File: src/common/fg_pkg.sv
package fg_pkg;

	// accelerator geometry
	// rf buckets in one revolution of the ring
	localparam int rf_buckets = 5120;

	// off between on, two output bits per bucket
	localparam int bucket_scaling = 2;

	// width of one serializer word
	localparam int bits_per_word = 8;

	// words making up one full revolution
	// 5120 * 2 / 8 = 1280
	localparam int words_per_turn = rf_buckets * bucket_scaling / bits_per_word;

	// idle clocks after reset before the memory fill starts
	localparam int reset_hold_cycles = 128;

	// bring-up order: hold, fill memory, one sync pulse, then play forever
	typedef enum logic [1:0] {state_hold, state_load, state_sync, state_run} bringup_state_t;

endpackage

File: src/function_generator/playback_address_counter.sv
`timescale 1ns/10ps

module playback_address_counter import fg_pkg::*; #(
	parameter int DATA_BUS_WIDTH = bits_per_word,
	parameter int ADDRESS_BUS_DEPTH = 11,
	parameter int START_WORD = 0,
	parameter int END_WORD = words_per_turn
) (
	input  logic clock50,
	input  logic reset1,
	input  logic sync,
	input  logic run,
	output logic [ADDRESS_BUS_DEPTH-1:0] read_address,
	output logic word_load,
	output logic revolution
);

	// one slot per serialized bit
	localparam int slot_bits = $clog2(DATA_BUS_WIDTH);
	localparam logic [slot_bits-1:0] last_slot = slot_bits'(DATA_BUS_WIDTH - 1);
	// playback window, end word itself is not played
	localparam logic [ADDRESS_BUS_DEPTH-1:0] first_word = ADDRESS_BUS_DEPTH'(START_WORD);
	localparam logic [ADDRESS_BUS_DEPTH-1:0] last_word = ADDRESS_BUS_DEPTH'(END_WORD - 1);

	logic [slot_bits-1:0] slot;
	logic slot_zero;

	assign slot_zero = (slot == '0);

	always_ff @(posedge clock50) begin
		if (reset1) begin
			slot <= '0;
			read_address <= first_word;
			word_load <= 1'b0;
			revolution <= 1'b0;
		end else begin
			// slot zero strobe one clock late, lines up with read_data
			word_load <= run && slot_zero;
			// start of each turn marked with the start word's load
			revolution <= run && slot_zero && (read_address == first_word);
			if (sync) begin
				// realign both counts to the start of a turn
				slot <= '0;
				read_address <= first_word;
			end else if (run) begin
				if (slot == last_slot) begin
					slot <= '0;
					// step to next word, wrap at the end of the window
					if (read_address == last_word) begin
						read_address <= first_word;
					end else begin
						read_address <= read_address + 1'b1;
					end
				end else begin
					slot <= slot + 1'b1;
				end
			end
		end
	end

endmodule

File: config.mk
export PLATFORM = sky130hd
export DESIGN_NAME = playback_address_counter
export DESIGN_NICKNAME = d
export VERILOG_FILES = /design/src/common/fg_pkg.sv /design/src/function_generator/playback_address_counter.sv
export SDC_FILE = /design/constraint.sdc
export NUM_CORES = 1
export LEC_CHECK = 0
export BUFFER_PORTS_ARGS = -buffer_cell sky130_fd_sc_hd__buf_2
export CELL_PAD_IN_SITES_DETAIL_PLACEMENT = 1
export CELL_PAD_IN_SITES_GLOBAL_PLACEMENT = 2
export CORE_MARGIN = 2
export CORE_UTILIZATION = 29
export DETAILED_ROUTE_END_ITERATION = 8
export PLACE_DENSITY_LB_ADDON = 0.1
export SYNTH_ARGS = -nofsm -noshare
export SYNTH_HDL_FRONTEND = slang
export SYNTH_SLANG_ARGS = --single-unit
export TNS_END_PERCENT = 1
File: constraint.sdc
create_clock -name clock50 -period 1.5 [get_ports clock50]
set_clock_uncertainty 0.1 [all_clocks]
set_input_delay 0.375 -clock clock50 [delete_from_list [all_inputs] [get_ports clock50]]
set_output_delay 0.375 -clock clock50 [all_outputs]
set_load 0.01 [all_outputs]
### Word-level counts from Yosys, hierarchy flattened

Cells that the tools add are included.

* equal/unequal tests: 2
* reduce and logical (&&, ||, !) cells: 6
* mux-type cells: 2
* $add $sub $neg: 2

Operator list (count)
* $add 11x1->11 const B: 1
* $eq 11x11->1 const B: 1
* $logic_not 11->1: 1
* $mux 11: 1
* $add 3x1->3 const B: 1
* $eq 3x3->1 const B: 1
* $logic_not 3->1: 1
* $mux 3: 1
* $logic_and 1x1->1: 2
* $reduce_and 2->1: 1
* $reduce_or 2->1: 1

* logic and storage cells: 16
* bits in registers: 16
* output and inout bits: 13
* bits of input ports: 4

### Depth between registers and ports, before layout

* word-level depth: 3
* depth in mapped cells: 7

### Worst setup path before layout

No wires, ideal clock.

* kind: reg-to-reg
* from: register slot[0]
* to: register read_address[10]
* setup time: 0.115 ns
* cell stages (with the launch flop): 8
* data arrival time: 1.357 ns
* period minus slack after synthesis: 1.573 ns
* setup slack: -0.073 ns
* path buffers: 1
* path through: dfxtp_1 -> ha_1 -> ha_1 -> clkbuf_2 -> nand3_2 -> nor4_2 -> xnor2_1 -> nor2_2

* longest elaborated chain between the ends: 2

Ends and longest elaborated chain
* from (decl): line playback_address_counter.sv:25 `logic [slot_bits-1:0] slot;`
* from (signal assigned): line playback_address_counter.sv:55 `slot <= slot + 1'b1;`
* $eq 3x3->1: line playback_address_counter.sv:46 `if (slot == last_slot) begin`
* $reduce_and 2->1 (no line)
* to (signal assigned): line playback_address_counter.sv:44 `read_address <= first_word;`
* to (signal assigned): line playback_address_counter.sv:50 `read_address <= first_word;`
* to (signal assigned): line playback_address_counter.sv:52 `read_address <= read_address + 1'b1;`
* to (decl): line playback_address_counter.sv:13 `output logic [ADDRESS_BUS_DEPTH-1:0] read_address,`

No other way between the ends.
A chain may end at the register's enable or synchronous reset.

### Final worst setup path

* from: register read_address[0]
* to: register revolution

* longest elaborated chain between the ends: 2

Ends and longest elaborated chain
* from (signal assigned): line playback_address_counter.sv:33 `read_address <= first_word;`
* from (signal assigned): line playback_address_counter.sv:44
* from (signal assigned): line playback_address_counter.sv:50
* $logic_not 11->1: line playback_address_counter.sv:40 `revolution <= run && slot_zero && (read_address == first_word);`
* $logic_and 1x1->1: line playback_address_counter.sv:40
* to (signal assigned): line playback_address_counter.sv:40
* to (decl): line playback_address_counter.sv:15 `output logic revolution`

No other way between the ends.

==> results.md <==
- Gpl congestion: 0.708
- Drt drc: 0
- Placed Area: 1110 um^2
- First-pass GRT wire length: a little under 4000 um
- Syn Area/Cell: about 9.5 um^2
- Fill count: 339
- Grt ovf: 0
- Core Footprint: roughly 2800 um^2
- Leak pwr: 0.501 nW
- Port-buffer cells: 16
- Max stage delay on crit path: around 480 ps
- Design area: 1240 um^2
- Mapped Area: 846 um^2
- Final WS setup: approximately 26 ps
- CP Buf/Inv Count: 2
- DRT iter0 DRCs: 23
- Delay-heaviest family, CP: simple AND/OR/NAND/NOR gates
- Min Tclk post-route: 1470 ps
- Crit path launch type: register
- Syn_nets: 98
- Final Hold Vio Count: 0
- Top post-synthesis cells by area: dfxtp_1 (38%), ha_1 (7.4%), xnor2_1 (6.2%)
- Post-DR vias/cell: 4.76
- Met1 Track Usage GR: 0.210
- Count of different cell masters after synthesis: 30
- Internal: between 0.5 and 0.6 mW
- CTS Buf Count: 3
- Largest area contributor in the netlist: dfxtp_1
- Unrepaired setup endpoints after global routing: yes
- Die height: approximately 58 um
- Layout cells sized above 1: 0.620
- Design Power: roughly 0.78 mW
- Area growth syn-to-layout: 46.7%
- CTS sink cnt: 16
- Worst-path maximum fanout: 6
- Top_reg_cell synth: dfxtp_1
- Kind of end point of the critical path: register
- Hold Path Class: in -> reg
- CTS tree: done
- Post-DP HPWL: roughly 1700 um
- Initial core utilization: 0.307
- DR pass1 iterations: 3
- WP data required: 1600 ps
- GRT busiest layer: met2
- Post-synth top cells: dfxtp_1 (16), nor2_2 (8), nand2_1 (7), nor2_1 (7), xnor2_1 (6)
- Clock Tree Root: clkbuf_4
- Number of global-route vias before repair: 786
- Clock tree buffer depth: 2
- Placed insts: ~160
- Met3 global-route usage: 0.0268
- Total Die Area: roughly 3400 um^2
- Period utilization: 0.982
- Slew Viols, Final: 0
- Slew @ Worst Pin: just under 300 ps
- Switch share: 0.227
- WL/cell: ~14 um
- Crit path DAT: 1580 ps
- Ports: 17
- Antenna violations before repair: 0
- Setup Crit Path Kind: reg -> reg
- Slew HR: 0.800
- Post-synth ARST share: 0
- Count leader, synth: dfxtp_1
- Die X: 58.0 um
- Via count: ~760
- Combinational share of power: 0.064
- Slowest-stage cell, CP: or4b_4
- Number of synthesized flops with an enable pin: 0
- DRT Wirelength: approximately 2200 um
- Power per Cell Area: around 630 nW/um^2
- Yosys reg bits: 16
- Largest net degree at the start of global routing: 10
- CP cell instances: buf_4 > inv_1 > ha_1 > or4b_4 > nor4_2
- Final setup vio count: 0
- Antenna Nets Post-Route: 0
- Cell count after synthesis: 89
- Status: finished, final reports clean
- Yosys warns: 0
- Antenna diodes: 0
- Worst-Skew Late Latency: around 290 ps
- Final Net Count: 139
- Reg power frac: 0.556
- Hold_buf cts: 0
- Max-cap violations: 0
- Core Rows: 19
- Clock power frac: 0.380
- GR Layer Usage met2: 0.239
- Finished Layout Cells: 160
- Yosys top cell area share: 0.379
- Fmax: around 680 MHz
- Worst VDD drop: 0.463 mV
- GRT Util Overall: 0.153
- Clock-pin slew on the worst setup and hold paths: approximately 100 ps
- NetSw: ~0.18 mW
- Final core occ: 0.450
- H-tree levels: 1
- DP Worst Slack: -83.4 ps
- Sequential share of the synthesized area: 0.379
==> through the flow <==
step | hold WS (ps) | TNS [ps]
after floorplan | 349 | 0
after global placement | 431 | -212
after detailed placement | 443 | -423
after CTS | 163 | -42.3
after global routing | 160 | -264
final | 170 | 0
==> timing repair <==
action | 4_1_cts | 5_1_grt
pin swaps | 4 | 3
gates resized for setup | 9 | 12
endpoints found under the setup margin | 12 | 16
setup buffers | 1 | 0
==> logic make-up (layout without fill, tap and decap cells) <==
family / Yosys count / after routing / synth area share
multiplexers: 1 / 1 / 0.0118
buffers and inverters: 9 / 49 / 0.0458
adder cells (fa/ha/maj): 5 / 5 / 0.0740
XOR/XNOR: 9 / 9 / 0.0932
AO/OA/AOI/OAI: 5 / 5 / 0.0488
AND/OR/NAND/NOR: 44 / 44 / 0.348
flip-flops: 16 / 16 / 0.379
==> area by class of cell <==
type	instances	area [um^2]	area share
well taps	31	38.8	0.0313
multi-input cells	64	559	0.451
inverters	6	22.5	0.0181
repair buffers	39	253	0.204
flip-flops and latches	16	332	0.267
clock buffers	4	36.3	0.0292
==> layout by cell type, fill, tap and decap left out, types with 5 or more instances in the layout <==
cell type  instances
buf_2             16
buf_4             23
dfxtp_1            7
dfxtp_2            9
inv_1              5
nand2_1            7
nor2_1             7
nor2_2             8
xnor2_1            6
==> sequential cells by signal (all words and copies together) (netlist names) <==
signal	count
read_address	11
word_load	1
revolution	1
slot	3
==> power groups by stage <==
| stage | registers (mW) | clock network, mW | logic (mW) |
|---|---|---|---|
| global placement | 0.441 | 0 | 0.0486 |
| floorplan | 0.443 | 0 | 0.0266 |
| detailed placement | 0.441 | 0 | 0.0489 |
| finish | 0.432 | 0.295 | 0.0498 |
| CTS | 0.432 | 0.306 | 0.0496 |
| global route | 0.432 | 0.341 | 0.0558 |
==> metal layers <==
metal | up-vias | share of wire
li1 | 384 | -
met5 | - | 0
met3 | 2 | 0.031
met4 | 0 | 0.0078
met1 | 362 | 0.49
met2 | 13 | 0.47
==> path summary, 6_finish.rpt <==
path | from | endpoint | slack, ps | cells past startpoint
worst max-delay path | read_address[0]$_SDFFE_PP0P_ | revolution$_SDFF_PP0_ | 30 | 5
worst min register to register | read_address[10]$_SDFFE_PP0P_ | revolution$_SDFF_PP0_ | 470 | 2
worst max register to register | read_address[0]$_SDFFE_PP0P_ | revolution$_SDFF_PP0_ | 30 | 5
worst min-delay path | reset1 | word_load$_SDFF_PP0_ | 170 | 2
(Power assumes the default switching activity.)
