`src/common/fg_pkg.sv`:
```
package fg_pkg;

	// accelerator geometry
	// rf buckets in one revolution of the ring
	localparam int rf_buckets = 5120;

	// off between on, two output bits per bucket
	localparam int bucket_scaling = 2;

	// width of one serializer word
	localparam int bits_per_word = 8;

	// words making up one full revolution
	// 5120 * 2 / 8 = 1280
	localparam int words_per_turn = rf_buckets * bucket_scaling / bits_per_word;

	// idle clocks after reset before the memory fill starts
	localparam int reset_hold_cycles = 128;

	// bring-up order: hold, fill memory, one sync pulse, then play forever
	typedef enum logic [1:0] {state_hold, state_load, state_sync, state_run} bringup_state_t;

endpackage

```
`src/function_generator/pattern_loader.sv`:
```
`timescale 1ns/10ps

module pattern_loader import fg_pkg::*; #(
	parameter int DATA_BUS_WIDTH = bits_per_word,
	parameter int ADDRESS_BUS_DEPTH = 11
) (
	input  logic clock50,
	input  logic reset1,
	input  logic load_enable,
	output logic [ADDRESS_BUS_DEPTH-1:0] write_address,
	output logic [DATA_BUS_WIDTH-1:0] write_data,
	output logic write_enable,
	output logic load_done
);

	// a pulse every 128 words, width taken from the next three address bits
	localparam int spacing_bits = 7;
	localparam int width_bits = 3;
	localparam logic [ADDRESS_BUS_DEPTH-1:0] last_address = '1;

	logic [ADDRESS_BUS_DEPTH-1:0] count;
	logic last_write;
	logic issue;

	// thermometer word, n ones from the msb, n = 1 + address[9:7]
	function automatic logic [DATA_BUS_WIDTH-1:0] pulse_word(
		input logic [ADDRESS_BUS_DEPTH-1:0] address
	);
		logic [DATA_BUS_WIDTH-1:0] ones;
		logic [width_bits:0] width;
		ones = '1;
		width = {1'b0, address[spacing_bits +: width_bits]} + 1'b1;
		if (address[spacing_bits-1:0] == '0) begin
			return ~(ones >> width);
		end
		return '0;
	endfunction

	// top address currently on the write port
	assign last_write = write_enable && (write_address == last_address);
	// one new address per clock until the top one has gone out
	assign issue = load_enable && !load_done && !last_write;

	always_ff @(posedge clock50) begin
		if (reset1) begin
			count <= '0;
			write_enable <= 1'b0;
			load_done <= 1'b0;
		end else begin
			write_enable <= issue;
			if (issue) begin
				count <= count + 1'b1;
			end
			// sticky until reset, nothing written after it
			if (last_write) begin
				load_done <= 1'b1;
			end
		end
	end

	// address and data only matter while write_enable is high
	always_ff @(posedge clock50) begin
		if (issue) begin
			write_address <= count;
			write_data <= pulse_word(count);
		end
	end

endmodule

```
`config.mk`:
```
export PLATFORM = sky130hd
export DESIGN_NAME = pattern_loader
export DESIGN_NICKNAME = d
export VERILOG_FILES = /design/src/common/fg_pkg.sv /design/src/function_generator/pattern_loader.sv
export SDC_FILE = /design/constraint.sdc
export NUM_CORES = 1
export LEC_CHECK = 0
export BUFFER_PORTS_ARGS = -buffer_cell sky130_fd_sc_hd__clkbuf_2
export CORE_MARGIN = 1
export CORE_UTILIZATION = 50
export DETAILED_ROUTE_END_ITERATION = 10
export HOLD_SLACK_MARGIN = 0.06
export MAX_ROUTING_LAYER = met4
export PLACE_DENSITY = 0.73
export SLEW_MARGIN = 30
export SYNTH_ARGS = -nofsm -noshare
export SYNTH_HDL_FRONTEND = slang
export SYNTH_SLANG_ARGS = --single-unit
```
`constraint.sdc`:
```
create_clock -name clock50 -period 2.23 [get_ports clock50]
set_clock_uncertainty 0.1 [all_clocks]
set_input_delay 0.446 -clock clock50 [delete_from_list [all_inputs] [get_ports clock50]]
set_output_delay 0.446 -clock clock50 [all_outputs]
set_load 0.1 [all_outputs]
```
[Word-level counts from Yosys, hierarchy flattened]
Cells that the tools add are included.
Storage, ports and cells
  flip-flop bits (word level): 32
  input port bits: 3
  output and inout port bits: 21
  logic and storage cells: 19
Operators by class
  $add $sub $neg: 2
  equality and inequality tests: 1
  shift operators: 1
  mux-type cells: 3
  bitwise logic cells: 1
  reductions and logical operators: 6
Operators with widths (count)
  $add A11 B1 Y11 const B: 1
  $eq A11 B11 Y1 const B: 1
  $mux W8: 1
  $not A8 Y8: 1
  $shr A8 B4 Y8 const A: 1
  $logic_not A7 Y1: 1
  $add A3 B1 Y4 const B: 1
  $logic_and A1 B1 Y1: 3
  $logic_not A1 Y1: 2
  $mux W1: 2

[Longest topological paths before layout]
  word-level depth: 5
  depth in mapped cells: 6
  depth with buffers taken out: 6

[Worst setup path before layout]
No wires, ideal clock.
  path type: register to register
  start point: reg write_address[0]
  end point: reg write_address[0], enable pin
  setup time: 281 ps
  data arrival time: 1999 ps
  required time: 1849 ps
  setup slack: -150 ps
  cell stages (with the launch flop): 5
  path buffers: 1
  cell sequence: edfxtp_1 nand4_1 o31ai_1 buf_2 inv_2
Between the ends
  word-level cells in the longest chain between the ends: 4
Ends and longest elaborated chain
  from (decl): line pattern_loader.sv:10  | output logic [ADDRESS_BUS_DEPTH-1:0] write_address,
  from (signal assigned): line pattern_loader.sv:64  | write_address <= count;
  $eq A11 B11 Y1: line pattern_loader.sv:40  | assign last_write = write_enable && (write_address == last_address);
  $logic_and A1 B1 Y1: line pattern_loader.sv:40
  $logic_not A1 Y1: line pattern_loader.sv:42  | assign issue = load_enable && !load_done && !last_write;
  $logic_and A1 B1 Y1: line pattern_loader.sv:42
  via issue: line pattern_loader.sv:23  | logic issue;
The timed path passes the listed nets, and every way through them passes these cells.
A chain may end at the register's enable or synchronous reset.

[Final worst setup path]
  start point: reg count[0]
  end point: reg write_data[6] (data pin)
Between the ends
  word-level cells in the longest chain between the ends: 3
Ends and longest elaborated chain
  from (decl): line pattern_loader.sv:21  | logic [ADDRESS_BUS_DEPTH-1:0] count;
  from (signal assigned): line pattern_loader.sv:52  | count <= count + 1'b1;
  $logic_not A7 Y1: line pattern_loader.sv:33  | if (address[spacing_bits-1:0] == '0) begin
  $mux W1: line pattern_loader.sv:33
  $mux W1: line pattern_loader.sv:63  | if (issue) begin
  to (signal assigned): line pattern_loader.sv:65  | write_data <= pulse_word(count);
  to (decl): line pattern_loader.sv:11  | output logic [DATA_BUS_WIDTH-1:0] write_data,
No other way between the ends. The select of a mux whose other input is x is not followed.

==> key figures <==
Cells and area
  – Area grow syn2layout: 17.0%
  – Fin nets: 137
  – Share of cells above drive strength 1: 27.1%
  – Layout fillers: 197
  – Antenna diode count: 0

Setup path
  – Worst reg2reg path depth: 6
  – Worst path required time: 2.34 ns
  – CP Depth: 6
  – Crit-path cells: inv_1 > ha_1 > or4b_1 > nor3_2 > o21a_1 > a21o_1
  – Cell at the slowest stage of the critical path: or4b_1
  – Max stage delay on crit path: 0.49 ns
  – Crit. End Element: register
  – Crit path kind: reg2reg
  – Worst Path Arrival: 1.98 ns
  – CP Max Fanout: 5
  – Kind of cell adding the most delay to the critical path: simple AND/OR/NAND/NOR gates
  – Worst Path Buf+Inv: 1
  – Startpoint types: register

Drt
  – Remaining DRCs: 0
  – DR vias: 947
  – Initial DRC count: 28
  – ANT nets after route: 0
  – Detailed Routing Iterations Pass 1: 4
  – WL per Instance: 15.0 um
  – WL final: 2420 um
  – Post-DR vias/cell: 5.88

Die
  – Die Height: 52.4 um
  – Die width: 52.4 um
  – Starting Density: 55.2%
  – Core area: 2300 um2
  – Io pins: 24
  – Die Area: 2740 um2
  – Row cnt: 17

Clock tree
  – Clock transition at the registers of the reported paths: 0.09 ns
  – Clock Sinks: 32
  – CTS tree: yes
  – Clock tree root buffer cell: clkbuf_4
  – CTS hold repair buffers: 0
  – Clk Latency, worst-skew pair: 0.33 ns
  – Post-CTS sizing: 0
  – Level count of the clock H-tree: 2
  – Setup bufs post-CTS: 0
  – Inserted Clock Buffers: 5
  – CTS Buffer Depth: 2

Synthesis
  – Top cell type's share of synthesized area: 45.0%
  – XOR/XNOR Fraction of Synth Area: 1.38%
  – Flop and latch count out of synthesis: 32
  – Syn Area/Cell: 12.3 um2
  – Synth Area in Simple Gates: 16.7%
  – Warning count from the yosys run: 0
  – Synth area leader: edfxtp_1
  – Largest family of logic cells by synthesized area: simple AND/OR/NAND/NOR gates
  – Synthesized instance count: 103
  – Top cells by area, synth: edfxtp_1 45%, dfxtp_1 21%, a21oi_1 3.6%, o31ai_1 3.0%, nor2_1 2.7%
  – Synth Area in Compound Gates: 11.2%
  – Adder-cell share of the synthesized area: 1.97%
  – Netlist cell types: 32
  – Syn nets: 108
  – Sequential fraction of the synthesis area: 65.5%
  – Mapped cell area: 1270 um2
  – Mux contribution to synthesized area: 0.789%

GRT
  – Initial antenna violation count: 0
  – Largest net degree at the start of global routing: 20
  – First-pass GRT wire length: 3730 um
  – GR Util All Layers: 21.0%
  – GR Overflow Total: 0
  – Vias in the first global route: 821

Power and ir drop
  – Power Density: 771 nW/um2
  – Pleak: 0.000558 uW
  – Maximum VDD drop: 601 uV

Flow run
  – Maxcap violations: 0

Placed design
  – I/O Buffers: 23
  – Detailed placement HPWL: 1660 um
  – Placer Congestion: 0.765

STA
  – Post-route minimum period: 1.87 ns
  – Slew @ Worst Pin: 0.589 ns
  – Setup-failing EPs final: 0
  – Final hold slack: 0.360 ns
  – Fin Setup TNS: 0 ns
  – RSZ-0062 raised after global routing: false
  – Final worst-path cycle share: 84.0%
  – Final hold vios: 0
  – Fmax: 534 MHz
  – Max Slew Vio Count: 0
  – Slew HR: 60.7%

Status
  – Status: completed

Hold path
  – Hold Path Class: reg2reg
  – Hold path cells: 0
[metrics by stage]
stage	util, %	power, uW	setup slack, ns	cell area (um2)	std cells
floorplan	-	826	-0.0320	1280	103
global placement	62.1	850	0.259	1430	153
detailed placement	62.1	854	0.155	1430	153
CTS	64.2	1150	0.124	1480	161
global route	64.6	1190	0.253	1480	161
finish	64.6	1140	0.356	1480	161
[synthesized netlist by cell type (all sizes together)]
library cell,count
a21o,1
a21oi,9
and3,2
buf,1
clkbuf,1
dfxtp,13
edfxtp,19
ha,2
inv,6
mux2i,1
nand2,3
nand3,4
nand4,4
nor2,9
nor2b,1
nor3,2
nor4,1
o21a,1
o21ai,4
o311ai,2
o31ai,5
or3,5
or4,4
or4b,1
xnor2,1
xor2,1
[placed cells by master, fill, tap and decap left out, types with 3 or more instances in the layout]
| cell type | Yosys | final |
|---|---|---|
| edfxtp_1 | 19 | 19 |
| inv_1 | 5 | 5 |
| or3_1 | 4 | 4 |
| clkbuf_2 | 0 | 23 |
| o31ai_1 | 5 | 4 |
| a21oi_1 | 9 | 9 |
| clkbuf_4 | 0 | 5 |
| nand2_1 | 3 | 3 |
| nor2_1 | 9 | 9 |
| nand4_1 | 4 | 4 |
| or4_1 | 4 | 4 |
| dfxtp_1 | 13 | 12 |
| nand3_1 | 3 | 3 |
[final timing paths]
| kind | slack (ns) | end | start |
|---|---|---|---|
| worst min-delay path | 0.36 | write_address[10] | count[10] |
| worst min register to register | 0.36 | write_address[10] | count[10] |
| worst max register to register | 0.36 | write_data[6] | count[0] |
| worst max-delay path | 0.36 | write_data[6] | count[0] |
[cells by family after synthesis]
logic type | after synthesis
and+or+nand+nor | 36
DFF | 32
AOI/OAI and AO/OA | 22
buffers and inverters | 8
xor gates and xnor gates | 2
adders and majority gates | 2
muxes | 1
[power by group]
group	internal [uW]	switching, uW
Combinational	24.6	157
Sequential	646	12.3
Clock	121	183
Total	792	353
[sequential cells by signal (all words and copies together) (netlist names)]
| register | count |
|---|---|
| count | 11 |
| load_done | 1 |
| write_address | 11 |
| write_data | 8 |
| write_enable | 1 |
[metal layers]
layer  vias up  part of all wire, %  global-route usage, %
met2        30                   48                   29.7
li1        453                    -                      -
met5         -                    0                      -
met4         0                  2.2                   11.8
met3         4                  6.3                   9.57
met1       460                   44                   24.4
[cell type report]
class | instances | area (um2) | area share [%]
Multi-Input combinational cell | 63 | 420 | 28.3
Clock buffer | 7 | 45.0 | 3.04
Timing Repair Buffer | 24 | 123 | 8.26
Inverter | 6 | 25.0 | 1.69
Sequential cell | 32 | 832 | 56.1
Tap cell | 28 | 35.0 | 2.36
Clock inverter | 1 | 3.75 | 0.253
(Power assumes the default switching activity.)
