$ cat config.mk
export PLATFORM = sky130hd
export DESIGN_NAME = bringup_sequencer
export DESIGN_NICKNAME = d
export VERILOG_FILES = /design/src/common/fg_pkg.sv /design/src/hdl/bringup_sequencer.sv
export SDC_FILE = /design/constraint.sdc
export NUM_CORES = 1
export LEC_CHECK = 0
export ABC_AREA = 1
export BUFFER_PORTS_ARGS = -buffer_cell sky130_fd_sc_hd__buf_4
export CAP_MARGIN = 20
export CORE_AREA = 2 2 39 41
export DETAILED_ROUTE_END_ITERATION = 10
export DIE_AREA = 0 0 41 43
export GPL_TIMING_DRIVEN = 1
export PLACE_DENSITY = 0.52
export SYNTH_ARGS = -nofsm -noshare
export SYNTH_HDL_FRONTEND = slang
export SYNTH_SLANG_ARGS = --single-unit
$ cat constraint.sdc
create_clock -name clock50 -period 1.3 [get_ports clock50]
set_input_delay 0.195 -clock clock50 [delete_from_list [all_inputs] [get_ports clock50]]
set_output_delay 0.195 -clock clock50 [all_outputs]
set_load 0.005 [all_outputs]
$ cat src/common/fg_pkg.sv
package fg_pkg;

	// accelerator geometry
	// rf buckets in one revolution of the ring
	localparam int rf_buckets = 5120;

	// off between on, two output bits per bucket
	localparam int bucket_scaling = 2;

	// width of one serializer word
	localparam int bits_per_word = 8;

	// words making up one full revolution
	// 5120 * 2 / 8 = 1280
	localparam int words_per_turn = rf_buckets * bucket_scaling / bits_per_word;

	// idle clocks after reset before the memory fill starts
	localparam int reset_hold_cycles = 128;

	// bring-up order: hold, fill memory, one sync pulse, then play forever
	typedef enum logic [1:0] {state_hold, state_load, state_sync, state_run} bringup_state_t;

endpackage

$ cat src/hdl/bringup_sequencer.sv
`timescale 1ns/10ps

module bringup_sequencer import fg_pkg::*; (
	input  logic clock50,
	input  logic reset1,
	input  logic load_done,
	output logic load_enable,
	output logic sync,
	output logic run
);

	// hold counter spans reset_hold_cycles clocks
	localparam int hold_bits = $clog2(reset_hold_cycles);
	localparam logic [hold_bits-1:0] last_hold = hold_bits'(reset_hold_cycles - 1);

	bringup_state_t state;
	logic [hold_bits-1:0] hold_count;

	always_ff @(posedge clock50) begin
		if (reset1) begin
			// back to the start from anywhere
			state <= state_hold;
			hold_count <= '0;
		end else begin
			case (state)
				state_hold: begin
					// wait out the hold time, then start filling
					if (hold_count == last_hold) begin
						state <= state_load;
					end else begin
						hold_count <= hold_count + 1'b1;
					end
				end
				state_load: begin
					// loader keeps load_done high once the fill is over
					if (load_done) begin
						state <= state_sync;
					end
				end
				state_sync: begin
					// exactly one cycle here, so one sync pulse per bring-up
					state <= state_run;
				end
				default: begin
					// run is terminal until the next reset
					state <= state_run;
				end
			endcase
		end
	end

	// outputs decoded straight from the state
	assign load_enable = (state == state_load);
	assign sync = (state == state_sync);
	assign run = (state == state_run);

endmodule

# Yosys cells after proc, flatten, opt, wreduce, memory -nomap -nowiden
# Index checks and enable logic that the tools add are counted.
[totals] register_bits=9 input_bits=3 out_inout_bits=3 elab_cells=16
[op_classes] add_sub_neg=1 eq_ne=6 n_mux=3 n_bitwise=1 reduce_logical=3
[ops] op="7-bit by 1-bit adder with 7-bit output, second input constant" count=1
[ops] op="7-bit == test, second input constant" count=1
[ops] op="2-bit == test, second input constant" count=2
[ops] op="2-bit 2-to-1 mux" count=2
[ops] op="2-bit != test, second input constant" count=2
[ops] op="2-bit one-hot mux with 2 select lines" count=1
[ops] op="2-bit AND reduction" count=2
[ops] op="2-bit by 1-bit == test with 1-bit output, second input constant" count=1
[ops] op="2-bit zero test" count=1
[ops] op="1-bit inverter" count=1

# Logic depth before layout (Yosys ltp)
# Gate-level depths: netlist of the first run.
[logic_depth] word_depth=3 depth_mapped=9 mapped_depth_nobuf=9

# Worst setup path after synthesis of the first run
# OpenSTA, ideal clock, no wires.
[synth_path] path_type="reg-to-reg" from="register hold_count[0]" to="register hold_count[1]" setup_time_ps=116 arrival_time_ps=1033 t_required_ps=1184 setup_slack_ps=151 stages_incl_launch_ff=9 n_path_buf=0 path_cell_list="dfxtp_1 ha_1 nand3_2 inv_2 nand2_4 nand2_4 inv_4 nor2_1 nor2_1"
[synth_between] elab_chain_len=3 word_cells_on_any_way=4
[synth_rtl] element="start: declaration" line_no="bringup_sequencer.sv:17" text="logic [hold_bits-1:0] hold_count;"
[synth_rtl] element="start signal: assignment" line_no="bringup_sequencer.sv:31" text="hold_count <= hold_count + 1'b1;"
[synth_rtl] element="parallel branches: the longest is 3 deep, another holds 7-bit by 1-bit adder with 7-bit output"
# Several ways; the timed one is not identified.
# A chain may end at the register's enable or synchronous reset.

# Final worst setup path of the first run
[layout_path] from="register hold_count[1]" to="register hold_count[1]"
# Same word-level chain as after synthesis.

==> run_results.csv, run 1 <==
group,metric,value,unit
clocking,clockBufferDepth,2,
setup_path,end_kind,"flop",
power,pwr-share-clk,0.397,
power,swShare,0.233,
global_routing,grt_pass1_vias,369,
die,core_area,0.00138,mm^2
drt,post-route-drc-count,0,
global_routing,grt_use_met2,0.181,
global_routing,antenna_found_initial,0,
placement,post-place-ws,0.0827,ns
setup_path,crit_fanout,5,
cells_and_area,fillers,152,
global_routing,use_met1,0.173,
setup_path,startpoint_type,"flop",
synthesis,ys_ff_latch,9,
cells_and_area,design_area,574,um^2
drt,wl_per_cell,9.31,um
power,ir_drop,0.532,mV
cells_and_area,layout.nets,80,
synthesis,synth_area,477,um^2
cells_and_area,multi_input_area,255,um^2
run,cap_violations,0,
clocking,cts_buffers,3,
placement,place_hpwl,647,um
clocking,clk_pin_slew,0.06,ns
setup_path,worstSetupPathType,"flop to flop",
synthesis,syn_avg_cell_area,7.33,um^2
cells_and_area,mostFrequentLayoutCells,"nor2_1, nand2_1, inv_1, dfxtp_1, buf_4",
clocking,postCtsSetupBuffers,0,
power,switchingPower,129,uW
setup_path,cp.arrival,1.32,ns
power,p_int,423,uW
power,p_per_area,960,mW/mm^2
sta,maxSlewHeadroom,0.860,
placement,placed_cell_area,542,um^2
cells_and_area,syn_to_final_growth,20.5,%
die,start_util,0.344,
synthesis,synthCells,65,
clocking,cts_tree,"done",
drt,wl,847,um
global_routing,grt_max_degree,7,
cells_and_area,drive_above_1_share,0.307,
sta,finalCritPeriodShare,0.895,
synthesis,ys_types,18,
drt,first_pass_iters,4,
global_routing,grtUsageMet3,0.0471,
outcome,status,"finished clean",
global_routing,groute.usage.overall,0.133,
sta,tightest_slew,0.210,ns
clocking,cts-root-buf,"clkbuf_4",
cells_and_area,seqCellArea,184,um^2
synthesis,seq_area_frac_synth,0.378,
drt,drtAntennaViolNets,0,
cells_and_area,antenna_cells,0,
sta,hold_viol,0,
die,ioPinCount,6,
clocking,clock_latency,0.26,ns
drt,vias,422,
power,p_leak,0.000268,uW
sta,min_period,1.16,ns
drt,drt_iter0_drc,11,
synthesis,yosys_warnings,0,
sta,fin_ws,0.137,ns
clocking,cts-htree-levels,1,
drt,via_per_inst,4.64,
cells_and_area,final_common_cell,"nor2_1",
die,fp.dieH,43,um
die,die_area,0.00176,mm^2
die,rows,14,
sta,skew,0.00442,ns
sta,fin_tns_setup,0,ns
setup_path,critical_path_required,1.46,ns
clocking,clkSinkCount,9,
placement,place.port_buffers,5,
power,power_frac_comb,0.067,
die,die_x,41,um
sta,hold_slack,0.133,ns
sta,drv_slew,0,
synthesis,synth_nets,69,
global_routing,grt-busiest-layer,"met2",
sta,setup_violations,0,
global_routing,gr-total-overflow,0,
sta,fmax,859,MHz
clocking,postCtsHoldBufs,0,
sta,rsz0062_at_grt,"no",
global_routing,grt_pass1_wl,1.54,mm
hold_path,hp-class,"primary input to flop",
placement,gp_congestion,0.709,
power,seq_power_share,0.536,
## through the flow
step / instances / total power, uW / util
2_1_floorplan: 65 / 320 / -
4_1_cts: 91 / 558 / 0.410
6_report: 91 / 551 / 0.415
3_5_place_dp: 87 / 337 / 0.392
5_1_grt: 91 / 579 / 0.415
3_3_place_gp: 87 / 337 / 0.392
## worst max-delay path, cell delays in order, from the launching register on
cell and delay [ns]:
dfxtp_2 0.35, ha_2 0.21, nand3_2 0.10, inv_2 0.08, nand2_4 0.06, nand2_4 0.08
inv_4 0.04, nor2_1 0.07, nor2_1 0.05
## cells by family after synthesis
logic type,count (synthesis),synth area share
buffers and inverters,11,0.0919
flip-flops,9,0.378
AO/OA/AOI/OAI,7,0.0735
adder cells (fa/ha/maj),1,0.0262
AND/OR/NAND/NOR,36,0.412
XOR/XNOR,1,0.0184
## cell usage after synthesis (all sizes together)
cell type	count	area share
nor2	14	0.14
nand2	13	0.14
inv	11	0.092
dfxtp	9	0.38
nand3	5	0.063
o21ai	4	0.042
a21oi	3	0.031
nand4	2	0.026
ha	1	0.026
nand3b	1	0.016
nor3	1	0.021
xor2	1	0.018
## timing repair
item                                    in CTS  in global routing
resized for setup                            0                  4
hold endpoints to repair                     0                  0
endpoints found under the setup margin       0                  5
## state kept, by name, summed over array words and instances, names as in the netlist
signal,flops
hold_count,7
state,2
## power groups by stage
stage / clock network (uW) / logic (uW) / registers (uW)
6_report: 219 / 36.8 / 296
5_1_grt: 239 / 43.2 / 297
4_1_cts: 227 / 36.9 / 294
2_1_floorplan: 0 / 19.2 / 300
3_3_place_gp: 0 / 36.2 / 301
3_5_place_dp: 0 / 36.6 / 301
## layer usage
metal  part of all wire  wire length, um
met5                  0                0
met4              0.040               34
met3              0.051               43
met2               0.46              387
met1               0.45              382
## cell type report
class / instances / area share
Tap cell: 16 / 0.0349
Inverter: 11 / 0.0763
Multi-Input combinational cell: 45 / 0.444
Clock buffer: 4 / 0.0458
Sequential cell: 9 / 0.320
Timing Repair Buffer: 6 / 0.0784
## path summary, 6_finish.rpt
kind / from / to / slack (ns) / cells past startpoint
hold reg to reg: hold_count[6] / hold_count[6] / 0.51 / 2
hold / removal: reset1 / state[1] / 0.13 / 2
setup / recovery: hold_count[1] / hold_count[1] / 0.14 / 8
setup reg to reg: hold_count[1] / hold_count[1] / 0.14 / 8
(Power assumes the default switching activity.)
==> inputs of run 2 (changes only) <==
- BUFFER_PORTS_ARGS: -buffer_cell sky130_fd_sc_hd__buf_4 -> default
- DONT_BUFFER_PORTS: default -> 1
- PLACE_DENSITY: 0.52 -> 0.48
- TNS_END_PERCENT: default -> 10
==> run_results.csv, run 2 (synthesized netlist as in run 1, its figures left out) <==
group,metric,value,unit
outcome,status,"finished clean",
cells_and_area,design_area,554,um^2
die,die_x,41,um
run,cap_violations,0,
cells_and_area,regMostFlops,"hold_count",
sta,finalCritPeriodShare,0.888,
setup_path,max_stage_delay,0.38,ns
cells_and_area,multi_input_area,265,um^2
setup_path,cp.arrival,1.31,ns
die,die_area,0.00176,mm^2
global_routing,grt_pass1_wl,1.63,mm
placement,post-place-ws,0.0814,ns
placement,placed_cell_area,504,um^2
sta,hold_viol,0,
drt,drtAntennaViolNets,0,
die,rows,14,
global_routing,grt_pass1_vias,369,
hold_path,holdPathStages,2,
cells_and_area,largest_register_ffs,7,
cells_and_area,syn_to_final_growth,16.3,%
setup_path,crit_fanout,3,
global_routing,antenna_found_initial,0,
sta,fmax,866,MHz
cells_and_area,seqCellArea,181,um^2
setup_path,end_kind,"flop",
power,p_leak,0.000247,uW
sta,rsz0062_at_grt,"no",
power,p_per_area,1010,mW/mm^2
placement,place_hpwl,624,um
cells_and_area,layout.nets,76,
setup_path,r2r_cells,6,
die,start_util,0.344,
sta,tightest_slew,0.272,ns
sta,drv_slew,0,
clocking,cts_buffers,3,
drt,wl_per_cell,10.2,um
drt,vias,410,
cells_and_area,mostFrequentLayoutCells,"nor2_1, nand2_1, inv_1, dfxtp_1",
placement,gp_congestion,0.716,
cells_and_area,fillers,159,
power,ir_drop,0.423,mV
clocking,cts-htree-levels,1,
power,design_power_total,557,uW
global_routing,gr-total-overflow,0,
setup_path,path_buf_inv,0,
drt,post-route-drc-count,0,
drt,first_pass_iters,4,
setup_path,worst-path-stages,6,
cells_and_area,antenna_cells,0,
cells_and_area,top_regs,"hold_count x7, state x2",
clocking,cts_tree,"done",
die,ioPinCount,6,
clocking,clk_pin_slew,0.06,ns
drt,via_per_inst,4.71,
clocking,cts-root-buf,"clkbuf_4",
setup_path,worstSetupPathType,"flop to flop",
die,fp.dieH,43,um
clocking,clkSinkCount,9,
sta,maxSlewHeadroom,0.819,
drt,drt_iter0_drc,7,
setup_path,worstPathCellList,"ha_4 -> nand3_2 -> nor3_2 -> nand2_1 -> o21ai_0 -> nor2_1",
placement,place.port_buffers,0,
cells_and_area,final_common_cell,"nor2_1",
sta,fin_ws,0.145,ns
global_routing,use_met1,0.197,
global_routing,grt_use_met2,0.163,
global_routing,grtUsageMet3,0.0524,
hold_path,hp-class,"primary input to flop",
clocking,clockBufferDepth,2,
drt,wl,887,um
sta,min_period,1.15,ns
clocking,clock_latency,0.26,ns
cells_and_area,drive_above_1_share,0.225,
clocking,postCtsSetupBuffers,0,
die,core_area,0.00138,mm^2
sta,skew,0.000620,ns
sta,fin_tns_setup,0,ns
setup_path,critical_path_required,1.45,ns
setup_path,cp_slowest_cell,"dfxtp_1",
setup_path,cp_top_family,"simple AND/OR/NAND/NOR gates",
sta,setup_violations,0,
global_routing,grt_max_degree,7,
setup_path,startpoint_type,"flop",
global_routing,grt-busiest-layer,"met1",
global_routing,groute.usage.overall,0.142,
## run 2: path summary, 6_finish.rpt
kind	start	endpoint	slack, ns
max	hold_count[0]	hold_count[4]	0.15
min	load_done	state[1]	0.1
max reg2reg	hold_count[0]	hold_count[4]	0.15
min reg2reg	hold_count[6]	hold_count[6]	0.52
## run 2: layout make-up
type / instances / area share
timing repair buffer: 2 / 0.0316
sequential: 9 / 0.327
clock buffer: 4 / 0.0474
tap: 16 / 0.0361
inverter: 11 / 0.0790
multi-input combinational: 45 / 0.479
## run 2: metal layers
metal	wire length [um]	share of wire
met1	439	0.49
met2	361	0.41
met3	48	0.054
met4	37	0.042
met5	0	0
## run 2: repair_timing
item | CTS | global route
hold buffers | 1 | 0
endpoints found under the setup margin | 0 | 7
resized for setup | 0 | 3
hold endpoints to repair | 5 | 0
## run 2: power by group
part	switching (uW)	leakage [uW]	total [uW]	internal, uW
clock network	104	0.0000150	222	119
registers	12.6	0.0000734	299	286
logic	17.2	0.000158	36.4	19.2
total	133	0.000247	557	424
## run 2: worst reg2reg max path, stage by stage, from the launching register on
cell and delay [ns]:
dfxtp_1 0.38, ha_4 0.17, nand3_2 0.10, nor3_2 0.19, nand2_1 0.07, o21ai_0 0.08, nor2_1 0.06
## run 2: stage by stage
stage / hold WS, ns / instances / utilization
finish: 0.0981 / 87 / 0.401
global route: 0.128 / 87 / 0.401
CTS: 0.101 / 87 / 0.391
detailed placement: 0.267 / 82 / 0.364
global placement: 0.267 / 82 / 0.364
floorplan: 0.264 / 65 / -
