<file path="src/common/fg_pkg.sv">
package fg_pkg;

	// accelerator geometry
	// rf buckets in one revolution of the ring
	localparam int rf_buckets = 5120;

	// off between on, two output bits per bucket
	localparam int bucket_scaling = 2;

	// width of one serializer word
	localparam int bits_per_word = 8;

	// words making up one full revolution
	// 5120 * 2 / 8 = 1280
	localparam int words_per_turn = rf_buckets * bucket_scaling / bits_per_word;

	// idle clocks after reset before the memory fill starts
	localparam int reset_hold_cycles = 128;

	// bring-up order: hold, fill memory, one sync pulse, then play forever
	typedef enum logic [1:0] {state_hold, state_load, state_sync, state_run} bringup_state_t;

endpackage

</file>
<file path="src/hdl/word_serializer.sv">
`timescale 1ns/10ps

module word_serializer import fg_pkg::*; #(
	parameter int DATA_BUS_WIDTH = bits_per_word
) (
	input  logic clock50,
	input  logic reset1,
	input  logic word_load,
	input  logic [DATA_BUS_WIDTH-1:0] read_data,
	output logic bit_out
);

	// bits still waiting to go out, next one at the top
	logic [DATA_BUS_WIDTH-1:0] shift_register;

	always_ff @(posedge clock50) begin
		if (reset1) begin
			// zeros drain out before the first word arrives
			shift_register <= '0;
			bit_out <= 1'b0;
		end else if (word_load) begin
			// msb goes straight out, rest waits in the register
			bit_out <= read_data[DATA_BUS_WIDTH-1];
			shift_register <= read_data << 1;
		end else begin
			// one bit per clock, zero fill from the bottom
			bit_out <= shift_register[DATA_BUS_WIDTH-1];
			shift_register <= shift_register << 1;
		end
	end

endmodule

</file>
<file path="config.mk">
export PLATFORM = sky130hd
export DESIGN_NAME = word_serializer
export DESIGN_NICKNAME = d
export VERILOG_FILES = /design/src/common/fg_pkg.sv /design/src/hdl/word_serializer.sv
export SDC_FILE = /design/constraint.sdc
export NUM_CORES = 1
export LEC_CHECK = 0
export BUFFER_PORTS_ARGS = -buffer_cell sky130_fd_sc_hd__buf_2
export CORE_AREA = 4 4 41 43
export DETAILED_ROUTE_END_ITERATION = 7
export DIE_AREA = 0 0 45 47
export PLACE_DENSITY = 0.48
export REMOVE_ABC_BUFFERS = 1
export SETUP_SLACK_MARGIN = 0.5
export SLEW_MARGIN = 5
export SYNTH_ARGS = -nofsm -noshare
export SYNTH_HDL_FRONTEND = slang
export SYNTH_SLANG_ARGS = --single-unit
</file>
<file path="constraint.sdc">
create_clock -name clock50 -period 0.8 [get_ports clock50]
set_input_delay 0.04 -clock clock50 [delete_from_list [all_inputs] [get_ports clock50]]
set_output_delay 0.04 -clock clock50 [all_outputs]
set_load 0.01 [all_outputs]
</file>
# After elaboration in Yosys (flattened, before gate mapping)
# Index checks and enable logic that the tools add are counted.
[word_totals] memories=0 out_inout_bits=1 regBits=9 latch_bits=0 mem_bits_rw=0 word_cells=4 in_bits=11 romBits=0
[op_classes] n_mux=2 n_lt_le_gt_ge=0 eq_ne=0 n_bitwise=0 mul=0 div_mod_pow=0 n_shift=0 reduce_logical=0 addsub=0
[ops] cell="$mux W8" count=1
[ops] cell="$mux W1" count=1

# Longest topological paths before layout
# Gate-level depths: netlist of run 1.
[depth] depth_word=1 mapped_depth=3 depth_no_buf=2

# Worst setup path after synthesis of run 1
# Ideal clock, no wire load.
[synth_path] path_kind="reg2reg" start="register shift_register[7]" end="register bit_out" n_path_buf=0 synth_period_minus_slack_ns=0.537 setup_ns=0.116 arrival_ns=0.422 t_required_ns=0.684 path_slack_ns=0.263 stages_incl_launch_ff=3 cell_sequence="dfxtp_1 mux2i_1 nor2_1"
[synth_between] elab_chain_cells=1
[synth_rtl] item="start: declaration" line="word_serializer.sv:14" text="logic [DATA_BUS_WIDTH-1:0] shift_register;"
[synth_rtl] item="start signal: assignment" line="word_serializer.sv:24" text="shift_register <= read_data << 1;"
[synth_rtl] item="start signal: assignment" line="word_serializer.sv:28" text="shift_register <= shift_register << 1;"
[synth_rtl] item="$mux W1" line="word_serializer.sv:21" text="end else if (word_load) begin"
[synth_rtl] item="end signal: assignment" line="word_serializer.sv:23" text="bit_out <= read_data[DATA_BUS_WIDTH-1];"
[synth_rtl] item="end signal: assignment" line="word_serializer.sv:27" text="bit_out <= shift_register[DATA_BUS_WIDTH-1];"
[synth_rtl] item="end: declaration" line="word_serializer.sv:10" text="output logic bit_out"
# No other way between the ends.
# A chain may end at the register's enable or synchronous reset.

# Worst setup path in the final report of run 1
[layout_path] start="register bit_out" end="output port bit_out"
# No word-level cell between the ends.

==> flow_summary.ini, run 1 <==
[critical_path]
path_delay_family = flip-flops
cp.required_ps = 760
r2r_end = shift_register[7]
cp_num_buf_inv = 1
cp_slowest_stage_delay_ps = 310
cp_max_fo = 1
path_cells = buf_6
cp-end-kind = output pin
ff2ff_path_depth = 2
r2r-start = shift_register[6]
arrival_ps = 670
start_kind = flop
criticalPathCategory = flop to output pin
r2r_setup_slack_ps = 210
cp_slowest_cell = dfxtp_2

[synthesis]
synth-seq-area-share_pct = 56.6
ys_async_sr_fraction_pct = 0
synth_top_area_share_pct = 56.6
synth_area_per_cell_um2 = 11.3
synthFlopType = dfxtp_1
yosys.area.top_type = dfxtp_1
ys_types = 6
synth_edf_count = 0
synth_seq_cells = 8
syn-instance-count = 25
synth_most_common_cell = dfxtp_1
yosys_warnings = 0
ys_top_cells_by_area = dfxtp_1 (57%), mux2i_1 (25%), nor2_1 (9.3%)
ys_top_cells_by_count = dfxtp_1 (8), mux2i_1 (7), nor2_1 (7)
syn-cell-area_um2 = 283

[grt]
grt_start_max_net_pins = 9
grt_pass1_vias = 234
grt_usage_pct = 6.65
antenna_found_initial = 0
grt_pass1_wl_um = 924
gr-total-overflow = 0

[sta]
fmax_ghz = 1.41
setup-tns-final_ps = 0
fin_crit_ps = 707
finalMaxSlewViolations = 0
fin_skew_ps = 1.50
slew_headroom_pct = 91.4
hold_ws_ps = 25.9
finalHoldViolCount = 0
worst_pin_slew_ps = 125
rsz0062_at_grt = yes
fin_crit_sh_pct = 88.4
finalSetupViolCount = 0

[clock_network]
clock_latency_ps = 250
cts_made_buffers = 3
cts_tree = built
clk_path_buf_depth = 2
clockRootBuffer = clkbuf_4
clkTransAtPathRegs_ps = 50
h-tree-depth = 1
cts.sinks = 8

[floorplan]
dieWidth_um = 45
die_area_um2 = 2120
pin_count = 12
rows = 13
die_h_um = 47
start_util_pct = 21.7
coreArea_um2 = 1300

[detailed_routing]
viasPerCell = 3.92
drc = 0
antenna_left = 0
drtIter0Drc = 3
routed_wl_um = 470
firstDrtPassIters = 2
wire_per_inst_um = 9.04
num_vias = 204

[layout]
fin_cells = 52
num_antenna_cells = 0
final_nets = 50
syn_to_final_growth_pct = 31.9
drive_above_1_share_pct = 43.2

[placement]
dpl.cell_count = 49
place.port_buffers = 11
gp_congestion = 0.687

[power_and_ir_drop]
irDropWorstVdd_uv = 804
p_per_area_nw_per_um2 = 2150
leakage_nw = 0.186
finalPower_mw = 0.803

[min_path]
min_to = shift_register[4]
holdCritStartpoint = read_data[3]
hold_path.class = input port to flop
hold_depth = 3

[status]
status = complete, no violations

[run]
max-cap-violations = 0
==> routing by layer <==
layer	global-route usage (%)	up-vias	routed length [um]
met5	0	-	0
met1	6.62	84	192
li1	-	106	-
met2	8.76	14	175
met3	8.05	0	102
met4	1.75	0	0
==> worst reg2reg max path: cells and delay by family (launching register included) <==
| family | cells | cell delay (ps) |
|---|---|---|
| flops | 1 | 300 |
| mux | 1 | 120 |
| simple gates | 1 | 60 |
==> sequential cells by signal, summed over array words and instances, names as in the netlist <==
register,flops
shift_register,7
bit_out,1
==> final cells by class <==
class / instances / area, um^2
clock buffers: 3 / 22.5
flip-flops and latches: 8 / 161
fillers: 142 / 928
well taps: 15 / 18.8
repair buffers: 11 / 63.8
multi-input cells: 15 / 106
==> how the worst max path moves through the flow <==
stage                      start                 to  slack [ps]  cells past startpoint
6_report                 bit_out            bit_out          90                      1
3_5_place_dp           word_load  shift_register[7]         150                      3
2_1_floorplan  shift_register[7]            bit_out         260                      2
4_1_cts                  bit_out            bit_out          80                      1
3_3_place_gp           word_load  shift_register[3]         170                      3
5_1_grt                  bit_out            bit_out          60                      1
==> metrics by stage <==
step / util [%] / setup WS (ps) / cell area [um^2]
2_1_floorplan: - / 264 / 267
3_3_place_gp: 26.2 / 173 / 340
3_5_place_dp: 26.2 / 146 / 340
4_1_cts: 27.9 / 79.4 / 363
5_1_grt: 28.7 / 56.8 / 373
6_report: 28.7 / 92.5 / 373
==> report_power, final <==
group | internal (mW) | leakage, nW | switching (mW)
clock network | 0.171 | 0.0138 | 0.127
registers | 0.422 | 0.0664 | 0.00586
logic | 0.0455 | 0.106 | 0.0316
total | 0.639 | 0.186 | 0.164
==> kinds of logic after synthesis <==
| family | count (synthesis) | share of synthesized area [%] |
|---|---|---|
| flops | 8 | 56.6 |
| buf+inv | 2 | 5.75 |
| mux | 7 | 24.8 |
| simple gates | 8 | 12.8 |
==> placed cells by master (no fill, tap or decap), drive strengths merged <==
master | netlist | routed
buf | 1 | 10
dfxtp | 8 | 8
nor2 | 7 | 7
and3b | 1 | 1
mux2i | 7 | 7
clkbuf | 1 | 4
==> repair_timing <==
action	CTS	global route
setup buffers	0	0
pin swaps	0	2
gates resized for setup	0	3
endpoints found under the setup margin	8	9
hold buffers	0	0
No activity file was read; power rests on OpenSTA's default activity.
==> run 2, diff against run 1 <==
BUFFER_PORTS_ARGS = default   (was -buffer_cell sky130_fd_sc_hd__buf_2)
DONT_BUFFER_PORTS = 1   (was default)
PLACE_DENSITY = 0.4   (was 0.48)
==> run 2 against run 1 <==
  * The run now ends with hold timing left
  * Clock skew increased by 1.1 ps
  * Critical path type unchanged
  * Cell area decreased by 17%
  * Global-route usage decreased by 0.70 points
  * Core utilization decreased by 4.9 points
  * Power decreased by 5.5%
==> flow_summary.ini, run 2 (synthesis gave the netlist of run 1 again) <==
[status]
status = finished, violations left
failed_checks = hold timing

[detailed_routing]
viasPerCell = 4.22
routed_wl_um = 485
firstDrtPassIters = 1
num_vias = 173
drc = 0
drtIter0Drc = 0
antenna_left = 0
wire_per_inst_um = 11.8

[grt]
grt_start_max_net_pins = 9
antenna_found_initial = 0
grt_usage_pct = 5.94
gr-total-overflow = 0
grt_pass1_vias = 185
grt_pass1_wl_um = 759

[layout]
largest_reg_flops = 7
mostFrequentLayoutCells = mux2i_1 (7), nor2_1 (7), dfxtp_1 (7)
drive_above_1_share_pct = 19.2
seqCellArea_um2 = 161
num_antenna_cells = 0
design_area_um2 = 309
top_regs = shift_register: 7 flops, bit_out: 1 flops
fillers = 158
multi_input_comb_area_um2 = 106
regMostFlops = shift_register
syn_to_final_growth_pct = 9.29
final_nets = 39

[sta]
fin_crit_ps = 623
setup-tns-final_ps = 0
rsz0062_at_grt = yes
fmax_ghz = 1.60
setup_slack_ps = 177
fin_skew_ps = 2.61
finalSetupViolCount = 0
finalMaxSlewViolations = 0
fin_crit_sh_pct = 77.9
slew_headroom_pct = 90.6
hold_ws_ps = -149
finalHoldViolCount = 8
worst_pin_slew_ps = 138

[critical_path]
start_kind = flop
r2r_setup_slack_ps = 210
ff2ff_path_depth = 2
r2r-start = shift_register[2]
cp-end-kind = output pin
cp.required_ps = 760
cp_max_fo = 1
arrival_ps = 580
criticalPathCategory = flop to output pin
r2r_end = shift_register[3]

[min_path]
hold_depth = 1
holdCritStartpoint = reset1
min_to = bit_out
hold_path.class = input port to flop

[clock_network]
clockRootBuffer = clkbuf_4
clock_latency_ps = 250
cts.sinks = 8
cts_setup_buffers = 0
cts_made_buffers = 3
cts_tree = built
clkTransAtPathRegs_ps = 50
clk_path_buf_depth = 2
h-tree-depth = 1

[floorplan]
start_util_pct = 21.7
die_area_um2 = 2120
die_h_um = 47
coreArea_um2 = 1300
dieWidth_um = 45
pin_count = 12
rows = 13

[placement]
gp_congestion = 0.648
placed_cell_area_um2 = 285
pre_cts_ws_ps = 221
place.port_buffers = 0

[power_and_ir_drop]
irDropWorstVdd_uv = 665
p_per_area_nw_per_um2 = 2460
leakage_nw = 0.141

[run]
max-cap-violations = 0
[run 2: cell count changes in the layout (fill, tap and decap cells not counted)]
cell / previous run / this run
buf_2: 9 / 0
buf_6: 1 / 0
clkbuf_4: 4 / 3
[run 2: area by class of cell]
| cell class | count | area share, % |
|---|---|---|
| sequential | 8 | 52.2 |
| multi-input combinational | 15 | 34.4 |
| clock buffer | 3 | 7.29 |
| tap | 15 | 6.07 |
[run 2: how the worst max path moves through the flow]
stage,start,endpoint,slack [ps],depth (start not counted)
after floorplan,shift_register[7],bit_out,260,2
after global placement,shift_register[2],shift_register[3],220,2
after detailed placement,shift_register[2],shift_register[3],220,2
after CTS,bit_out,bit_out,160,0
after global routing,bit_out,bit_out,140,0
final,bit_out,bit_out,180,0
[run 2: what timing repair did]
item | in CTS | in global routing
gates resized for setup | 1 | 0
hold endpoints to repair | 8 | 8
cloned | 0 | 0
endpoints found under the setup margin | 8 | 8
[run 2: metrics by stage]
| step | util [%] | std cells | power [mW] |
|---|---|---|---|
| 2_1_floorplan | - | 23 | 0.467 |
| 3_3_place_gp | 21.9 | 38 | 0.470 |
| 3_5_place_dp | 21.9 | 38 | 0.471 |
| 4_1_cts | 23.8 | 41 | 0.784 |
| 5_1_grt | 23.8 | 41 | 0.807 |
| 6_report | 23.8 | 41 | 0.759 |
[run 2: routing by layer]
metal	global-route usage, %	up-vias	wire length, um	part of all wire [%]
met5	0	-	0	0
met4	5.26	0	0	0
met3	7.28	0	85	18
met2	8.19	8	243	50
met1	4.13	79	156	32
li1	-	86	-	-
[run 2: power by group]
group / switching (mW) / internal [mW] / total [mW] / leakage, nW
sequential: 0.00695 / 0.422 / 0.429 / 0.0664
combinational: 0.0107 / 0.0231 / 0.0338 / 0.0606
clock: 0.125 / 0.171 / 0.296 / 0.0138
total: 0.143 / 0.616 / 0.759 / 0.141
==> run 3, diff against run 2 <==
ABC_AREA = 1   (was default)
PLACE_DENSITY = 0.42   (was 0.4)
==> run 3 against run 2 <==
  * The flow still finishes with violations (hold timing)
  * Largest power group unchanged
  * Sequential cell count unchanged
  * Sequential power increased by 1%
  * Clock power increased by 5%
  * Core utilization increased by 3.1 points
  * Critical path type unchanged
  * Sequential share of layout area decreased by 5.6 points
  * Fmax decreased by 1.0%
  * Critical path depth unchanged
  * Via count increased by 40%
  * Clock skew decreased by 0.60 ps
  * Die area unchanged
==> flow_summary.ini, run 3 <==
[status]
status = finished, violations left
failed_checks = hold timing

[clock_network]
cts.sinks = 8
cts_setup_buffers = 0
clkTransAtPathRegs_ps = 60
clockRootBuffer = clkbuf_4
clk_path_buf_depth = 2
clock_latency_ps = 250
h-tree-depth = 1
cts_tree = built
cts_made_buffers = 3

[placement]
pre_cts_ws_ps = 266
place.port_buffers = 0
gp_congestion = 0.661
dp_hpwl_um = 376

[detailed_routing]
viasPerCell = 3.80
firstDrtPassIters = 3
drtIter0Drc = 1
num_vias = 243
drc = 0
antenna_left = 0
routed_wl_um = 574
wire_per_inst_um = 8.97

[floorplan]
start_util_pct = 24.1
dieWidth_um = 45
coreArea_um2 = 1300
rows = 13
pin_count = 12
die_h_um = 47
die_area_um2 = 2120

[critical_path]
criticalPathCategory = flop to output pin
start_kind = flop
r2r_setup_slack_ps = 250
cp.required_ps = 760
cp_max_fo = 1
cp-end-kind = output pin
arrival_ps = 590

[grt]
grt_pass1_vias = 215
antenna_found_initial = 0
gr-total-overflow = 0
grt_usage_pct = 6.58
grt_pass1_wl_um = 917
grt_start_max_net_pins = 16

[sta]
fmax_ghz = 1.59
finalSetupViolCount = 0
setup_slack_ps = 170
setup-tns-final_ps = 0
finalMaxSlewViolations = 0
worst_pin_slew_ps = 231
hold_ws_ps = -143
rsz0062_at_grt = yes
fin_crit_sh_pct = 78.7
fin_skew_ps = 2.02
finalHoldViolCount = 8
slew_headroom_pct = 84.6
fin_crit_ps = 630

[synthesis]
synthFlopType = dfxtp_1
yosys.area.top_type = dfxtp_1
ys_top_cells_by_area = dfxtp_1 (51%), nand2_1 (18%), nor2_1 (18%)
synth_seq_cells = 8
syn-cell-area_um2 = 314
synth_top_area_share_pct = 51.0
synth_edf_count = 0
synth_area_per_cell_um2 = 6.68
yosys_warnings = 0
ys_top_cells_by_count = nand2_1 (15), nor2_1 (15), dfxtp_1 (8), inv_1 (8), buf_6 (1)
ys_types = 5
ys_async_sr_fraction_pct = 0
synth-seq-area-share_pct = 51.0
syn-instance-count = 47

[layout]
mostFrequentLayoutCells = nand2_1 (15), nor2_1 (14), inv_1 (8)
syn_to_final_growth_pct = 11.2
regMostFlops = shift_register
drive_above_1_share_pct = 12.2
largest_reg_flops = 7
final_common_cell = nand2_1
num_antenna_cells = 0
top_regs = shift_register: 7 flops, bit_out: 1 flops
final_nets = 62
fillers = 157

[power_and_ir_drop]
power_switching_mw = 0.178
p_sw_share_pct = 22.3
seqPwrFrac_pct = 54.3
leakage_nw = 0.192
irDropWorstVdd_uv = 814
pwr-share-clk_pct = 38.9
intPower_mw = 0.622
comb_power_share_pct = 6.8
p_per_area_nw_per_um2 = 2290

[min_path]
hold_path.class = input port to flop

[run]
max-cap-violations = 0
run 3: cell count changes in the layout (fill, tap and decap cells not counted):
cell and change:
dfxtp_1 -1, mux2i_1 -7, nor2_1 +7, dfxtp_2 +1
nor2_2 +1, nand2_1 +15, and3b_2 -1, inv_1 +8
run 3: final timing paths:
check,cells past startpoint,end,start
max,0,bit_out,bit_out
max reg2reg,2,shift_register[5],shift_register[4]
min,1,shift_register[1],reset1
min reg2reg,2,shift_register[4],shift_register[3]
run 3: per-layer routing:
metal / wire length (um) / vias up / GRT usage (%)
met5: 0 / - / 0
met4: 0 / 0 / 3.51
met3: 62 / 0 / 6.51
met2: 208 / 12 / 6.78
met1: 303 / 94 / 8.26
li1: - / 137 / -
run 3: cell families after synthesis:
family	after synthesis	share of synthesized area, %
flip-flops	8	51.0
AND/OR/NAND/NOR	30	35.9
buffers and inverters	9	13.1
run 3: per-stage QoR:
step / total power, mW / util [%] / hold slack (ps) / instance area [um^2] / cells
detailed placement: 0.496 / 24.7 / 116 / 322 / 61
CTS: 0.815 / 26.5 / -154 / 345 / 64
floorplan: 0.487 / - / 112 / 303 / 46
global route: 0.854 / 26.8 / -159 / 349 / 64
global placement: 0.495 / 24.7 / 114 / 322 / 61
finish: 0.801 / 26.8 / -143 / 349 / 64
run 3: area by class of cell:
class / instances / area, um^2 / share of cell area (%)
clock buffers: 3 / 22.5 / 6.45
flip-flops and latches: 8 / 163 / 46.6
multi-input cells: 30 / 115 / 33.0
inverters: 8 / 30.0 / 8.60
well taps: 15 / 18.8 / 5.38
run 3: repair_timing:
item,4_1_cts,5_1_grt
setup endpoints to repair,8,8
hold endpoints to repair,8,8
gates resized for setup,1,2
pin swaps,1,2
run 3: power by group through the flow:
| stage | sequential (mW) | clock, mW | combinational (mW) |
|---|---|---|---|
| finish | 0.435 | 0.311 | 0.0546 |
| floorplan | 0.440 | 0 | 0.0467 |
| global route | 0.437 | 0.352 | 0.0657 |
| CTS | 0.434 | 0.326 | 0.0547 |
| detailed placement | 0.441 | 0 | 0.0542 |
| global placement | 0.442 | 0 | 0.0536 |
